==> src/hw/regFile_config.svh <==
`ifndef REGFILE_CONFIG_SVH
`define REGFILE_CONFIG_SVH

// Register and result values
`define REG_DATA_WIDTH 64

// Register ID, upper half holds special and pseudo registers
`define REG_ID_WIDTH 6

// 32-bit immediate plus sign bit
`define REG_IMM_WIDTH 33

// PC, GBR and synthesized address values
`define REG_PC_WIDTH 48

`endif

==> src/hw/execOpPkg.sv <==
package execOpPkg;

	typedef enum logic [3:0] {
		OP_ADD  = 4'h0,
		OP_SUB  = 4'h1,
		OP_AND  = 4'h2,
		OP_OR   = 4'h3,
		OP_XOR  = 4'h4,
		OP_SHL  = 4'h5,
		OP_SHR  = 4'h6,                      // Logical shift
		OP_MOV  = 4'h7,
		OP_CSEL = 4'h8                       // Rt != 0 ? Rs : Rm
	} aluOp;

	localparam int INSN_WIDTH = 32;

	// Field positions in the instruction word, bits 3:0 reserved
	localparam int OP_MSB = 31;
	localparam int OP_LSB = 28;
	localparam int RN_MSB = 27;
	localparam int RN_LSB = 22;
	localparam int RS_MSB = 21;
	localparam int RS_LSB = 16;
	localparam int RT_MSB = 15;
	localparam int RT_LSB = 10;
	localparam int RM_MSB = 9;
	localparam int RM_LSB = 4;

endpackage

==> src/hw/regIdPkg.sv <==
`include "regFile_config.svh"

package regIdPkg;

	typedef logic [`REG_ID_WIDTH-1:0] regId;

	localparam int GPR_COUNT = 32;           // R0..R31, lower half of the ID space

	// Special registers, stored in the file
	localparam regId GR_DLR = 6'h20;
	localparam regId GR_DHR = 6'h21;
	localparam regId GR_SP  = 6'h22;

	// Pseudo registers, synthesized on read
	localparam regId GR_PC  = 6'h30;         // PC of the instruction in decode
	localparam regId GR_GBR = 6'h31;
	localparam regId GR_LR  = 6'h32;
	localparam regId GR_IMM = 6'h3E;         // Sign-extended immediate
	localparam regId GR_ZZR = 6'h3F;         // Reads zero, bubble destination

endpackage

==> src/hw/issueDecode.sv <==
`timescale 1ns/10ps
`include "regFile_config.svh"

module issueDecode (
	input  logic                            clock,
	input  logic                            reset,
	input  logic                            hold,
	input  logic                            issueValid,
	input  logic [execOpPkg::INSN_WIDTH-1:0] issueWord,
	input  logic [`REG_IMM_WIDTH-1:0]       issueImm,
	output regIdPkg::regId                  idRs,
	output regIdPkg::regId                  idRt,
	output regIdPkg::regId                  idRm,
	output regIdPkg::regId                  idRn,
	output execOpPkg::aluOp                 idOp,
	output logic [`REG_IMM_WIDTH-1:0]       idImm,
	output logic [`REG_PC_WIDTH-1:0]        idPc,
	output logic                            idValid
);

	logic [`REG_PC_WIDTH-1:0] pcNext;      // Address given to the next issue
	regIdPkg::regId           wordRn;

	assign wordRn = issueWord[execOpPkg::RN_MSB:execOpPkg::RN_LSB];

	always_ff @(posedge clock) begin
		if (reset) begin
			idRs    <= regIdPkg::GR_ZZR;
			idRt    <= regIdPkg::GR_ZZR;
			idRm    <= regIdPkg::GR_ZZR;
			idRn    <= regIdPkg::GR_ZZR;
			idOp    <= execOpPkg::OP_MOV;
			idPc    <= '0;
			idValid <= 1'b0;
			pcNext  <= '0;
		end else if (!hold) begin
			if (issueValid) begin
				idRs    <= issueWord[execOpPkg::RS_MSB:execOpPkg::RS_LSB];
				idRt    <= issueWord[execOpPkg::RT_MSB:execOpPkg::RT_LSB];
				idRm    <= issueWord[execOpPkg::RM_MSB:execOpPkg::RM_LSB];
				idRn    <= wordRn;
				idOp    <= execOpPkg::aluOp'(issueWord[execOpPkg::OP_MSB:execOpPkg::OP_LSB]);
				idPc    <= pcNext;
				idValid <= (wordRn != regIdPkg::GR_ZZR);   // ZZR result is discarded
				pcNext  <= pcNext + `REG_PC_WIDTH'd4;
			end else begin
				// Bubble, reads ZZR and writes nowhere
				idRs    <= regIdPkg::GR_ZZR;
				idRt    <= regIdPkg::GR_ZZR;
				idRm    <= regIdPkg::GR_ZZR;
				idRn    <= regIdPkg::GR_ZZR;
				idOp    <= execOpPkg::OP_MOV;
				idValid <= 1'b0;
			end
		end
	end

	// Immediate is payload only
	always_ff @(posedge clock) begin
		if (!hold && issueValid) begin
			idImm <= issueImm;
		end
	end

	// PC and IMM are read-only pseudo registers
	rnWritable: assert property (@(posedge clock) disable iff (reset)
		idRn != regIdPkg::GR_IMM && idRn != regIdPkg::GR_PC)
		else $error("issueDecode: illegal destination %h", idRn);

endmodule

==> config.mk <==
export PLATFORM = sky130hd
export DESIGN_NAME = issueDecode
export DESIGN_NICKNAME = d
export VERILOG_FILES = /design/src/hw/execOpPkg.sv /design/src/hw/regIdPkg.sv /design/src/hw/issueDecode.sv
export VERILOG_INCLUDE_DIRS = /design/src /design/src/hw
export SDC_FILE = /design/constraint.sdc
export NUM_CORES = 1
export LEC_CHECK = 0
export ABC_CLOCK_PERIOD_IN_PS = 2700
export BUFFER_PORTS_ARGS = -buffer_cell sky130_fd_sc_hd__buf_2
export CELL_PAD_IN_SITES_DETAIL_PLACEMENT = 1
export CELL_PAD_IN_SITES_GLOBAL_PLACEMENT = 2
export CORE_MARGIN = 8
export CORE_UTILIZATION = 32
export CTS_BUF_LIST = sky130_fd_sc_hd__clkbuf_8
export DETAILED_ROUTE_END_ITERATION = 7
export PLACE_DENSITY_LB_ADDON = 0.15
export SYNTH_ARGS = -nofsm -noshare
export SYNTH_HDL_FRONTEND = slang
export SYNTH_SLANG_ARGS = --single-unit
export TNS_END_PERCENT = 50
==> constraint.sdc <==
create_clock -name clock -period 2.7 [get_ports clock]
set_clock_uncertainty 0.05 [all_clocks]
set_input_delay 0.54 -clock clock [delete_from_list [all_inputs] [get_ports clock]]
set_output_delay 0.54 -clock clock [all_outputs]
set_load 0.03 [all_outputs]
* Word level (Yosys, flattened, before mapping) *
Cells that the tools add are included.

cells by class
  equality and inequality tests = 1
  multiplexer cells = 6
  reduce and logical (&&, ||, !) cells = 3
  bitwise gates (word level) = 1
  add/sub/neg operators = 1

operator list
  operator                                                         number
  48-bit by 3-bit adder with 48-bit output, second input constant  1
  6-bit 2-to-1 mux                                                 4
  6-bit inequality test, second input constant                     1
  4-bit 2-to-1 mux                                                 1
  2-bit AND reduction                                              1
  1-bit logical AND                                                1
  1-bit zero test                                                  1
  1-bit 2-to-1 mux                                                 1
  1-bit inverter                                                   1

word-level totals
  word-level logic and storage cells = 21
  flip-flop bits (word level) = 158
  output and inout bits = 110
  input port bits = 69

* Longest topological paths before layout *
  depth after elaboration = 2
  depth in mapped cells = 7

* Worst setup path after synthesis *
Ideal clock, no wire load.

  path type = input to register
  from = input hold
  to = register idImm[0], enable pin
  stages on the path = 4
  setup slack = 0.306 ns
  path buffers = 1
  data arrival time = 1.934 ns
  setup time = 0.410 ns
  path through = inv_2 nand2_1 clkinv_1 clkbuf_1

between the ends
  longest elaborated chain between the ends = 2

ends and longest elaborated chain
  what                  line               text
  start, declared       issueDecode.sv:7   input logic hold,
  1-bit zero test       issueDecode.sv:60  if (!hold && issueValid) begin
  1-bit logical AND     issueDecode.sv:60
  end signal, assigned  issueDecode.sv:61  idImm <= issueImm;
  end, declared         issueDecode.sv:16  output logic [`REG_IMM_WIDTH-1:0] idImm,

No other way between the ends.
A chain may end at the register's enable or synchronous reset.

* Final worst setup path *
  from = register pcNext[7]
  to = register pcNext[47]

between the ends
  longest elaborated chain between the ends = 1

ends and longest elaborated chain
  what                                      line               text
  start, declared                           issueDecode.sv:21  logic [`REG_PC_WIDTH-1:0] pcNext;
  start signal, assigned                    issueDecode.sv:45  pcNext <= pcNext + `REG_PC_WIDTH'd4;
  48-bit by 3-bit adder with 48-bit output  issueDecode.sv:45

No other way between the ends.

==> summary.txt <==
Outcome
  – Status: completed

Layout
  – Most frequent cells in the layout: 171 x buf_2, 121 x dfxtp_1, 109 x nand2_1
  – ANT cells: 0
  – Final Util: 40.3%
  – Commonest non-fill, non-tap cell in the layout: buf_2
  – Layout cell share with drive strength beyond 1: 29.6%
  – Synth-to-layout area growth: 24.7%
  – Filler cell count: 2177
  – Non-Filler Instances: 1034
  – Layout Nets: 857

Global routing
  – GR Overflow Total: 0
  – Global-route wire length before repair: 28100 µm
  – Largest net degree at the start of global routing: 60
  – Global Route Usage Sum: 14.8%
  – Initial antenna violation count: 0
  – Vias in the first global route: 5424

Setup path
  – Worst Setup Path Type: reg -> reg
  – WP data arrival: 2590 ps
  – Worst Path Max Fanout: 7
  – Req. time, crit path: 2990 ps
  – CP startpoint kind: register
  – Worst Setup End Kind: register

Die
  – Core ar.: 18600 µm²
  – Initial Utilization: 32.3%
  – I/O pins: 179
  – Row Count: 50
  – Die footprint: 23400 µm²
  – Die X: 153 µm
  – Height of the die: 153 µm

Clock network
  – Cts hold-fix bufs: 0
  – H-tree lvl count: 4
  – Cts bufs inserted: 17
  – CTS Buffer Depth: 2
  – Clock Sinks: 154
  – Cells resized by post-CTS repair: 0
  – Clock-pin slew on the worst setup and hold paths: 80 ps
  – TritonCTS clock tree: yes
  – # Post-CTS Setup Buffers: 0
  – Clk root buf: clkbuf_8
  – Clk Latency, worst-skew pair: 450 ps

Power and ir drop
  – PnR Total Power: 0.00456 W
  – Pwr/cell area: 609 nW/µm²
  – Peak VDD IR: 292 µV
  – Static Leak: 2.82 nW

STA
  – Worst Max-Slew Pin Slew: 597 ps
  – Hold WS: 212 ps
  – Setup TNS Final: 0 ps
  – Slew margin rel.: 60.2%
  – RSZ-0062 raised after global routing: false
  – Final Hold Viols: 0
  – Period utilization: 85.3%
  – Crit path time final: 2300 ps
  – Fmax: 434 MHz
  – Final setup vio count: 0
  – Slew Viols, Final: 0

Route
  – Routed vias: 5147
  – Final ANT Viol Nets: 0
  – Vias per cell: 4.98
  – DRC Markers: 0
  – DR pass1 iterations: 4
  – DRT iter0 DRCs: 288
  – Wirelength per Cell: 16.7 µm
  – Final wirelength: 17200 µm

Job
  – Max Cap Viol: 0

Yosys
  – Yosys warnings: 0
  – Post-synthesis sequential area ratio: 56.9%
  – Top_reg_cell synth: dfxtp_1
  – Synth Instances: 622
  – Syn avg cell area: 9.65 µm²
  – EDFF count, synth: 33
  – FF+latch count, synth: 154
  – Fraction of registers with async set/reset: 0%
  – Cell area after synthesis: 6000 µm²
  – Netlist cell types: 46

Min path
  – Hold WC Path Type: in -> reg

Placed design
  – PortBufs: 172
  – Hpwl dp: 12700 µm
  – Final GP Congestion: 0.750
  – Dpl cells: 1002
==> path summary, 6_finish.rpt <==
path                                             start                      end  slack [ps]  cells after the start
worst max-delay path            pcNext[7]$_SDFFE_PP0P_  pcNext[47]$_SDFFE_PP0P_         400                      4
worst min-delay path                      issueImm[16]      idImm[16]$_DFFE_PP_         210                      1
worst max register to register  pcNext[7]$_SDFFE_PP0P_  pcNext[47]$_SDFFE_PP0P_         400                      4
worst min register to register   idPc[23]$_SDFFE_PP0P_    idPc[23]$_SDFFE_PP0P_         410                      2
==> synth_stat cells (12+ instances only) <==
master	n	area share, %
o31ai_1	13	1.6
nor2b_1	12	1.3
clkbuf_1	29	1.8
a21oi_1	69	5.8
nand2_1	110	6.9
o22ai_1	26	2.7
nand4_1	18	1.9
dfxtp_1	121	40
nor4_1	13	1.4
nor2_1	27	1.7
nand3_1	18	1.5
edfxtp_1	33	17
or4_1	13	1.6
nand2b_1	27	2.8
mux2_2	12	2.3
==> layer usage <==
metal	up-vias	global-route usage (%)	share of wire, %
met3	20	5.41	6.1
met1	2497	16.0	42
met4	0	5.56	2.0
li1	2532	-	-
met5	-	0	0
met2	98	26.0	50
==> power breakdown <==
group,total (W),switching (W),internal [W]
clock,0.00179,0.000866,0.000926
combinational,0.000341,0.000237,0.000104
sequential,0.00242,0.0000187,0.00240
total,0.00456,0.00112,0.00343
==> worst max-delay path: stages, from the launching register on <==
cell,delay [ps]
dfxtp_1,470
nand4_2,170
or4_2,760
nor4_1,380
mux2_2,370
==> cell families after synthesis <==
logic type	share of synthesized area, %
muxes	2.25
DFF	56.9
other	0.0625
and+or+nand+nor	23.5
buffers and inverters	4.19
adders and majority gates	0.208
xor gates and xnor gates	1.75
AOI/OAI and AO/OA	11.1
==> area by class of cell <==
cell class	instances	area [µm²]	share of cell area, %
clock buffers	18	248	3.31
multi-input cells	419	2340	31.3
well taps	234	293	3.91
clock inverters	14	154	2.06
repair buffers	187	1000	13.4
inverters	8	30.0	0.401
flip-flops and latches	154	3410	45.6
==> metrics by stage <==
stage | setup WS (ps) | cell area (µm²)
4_1_cts | 397 | 7480
3_5_place_dp | 399 | 7080
6_report | 396 | 7480
3_3_place_gp | 420 | 7080
2_1_floorplan | 306 | 6000
5_1_grt | 290 | 7480
==> state kept, by name, indices dropped and copies added (netlist names) <==
| signal | flops |
|---|---|
| idRt | 6 |
| idImm | 33 |
| idRs | 6 |
| idPc | 46 |
| idRm | 6 |
| pcNext | 46 |
| idOp | 4 |
| idRn | 6 |
| idValid | 1 |
Power figures use the tool's default switching activity.
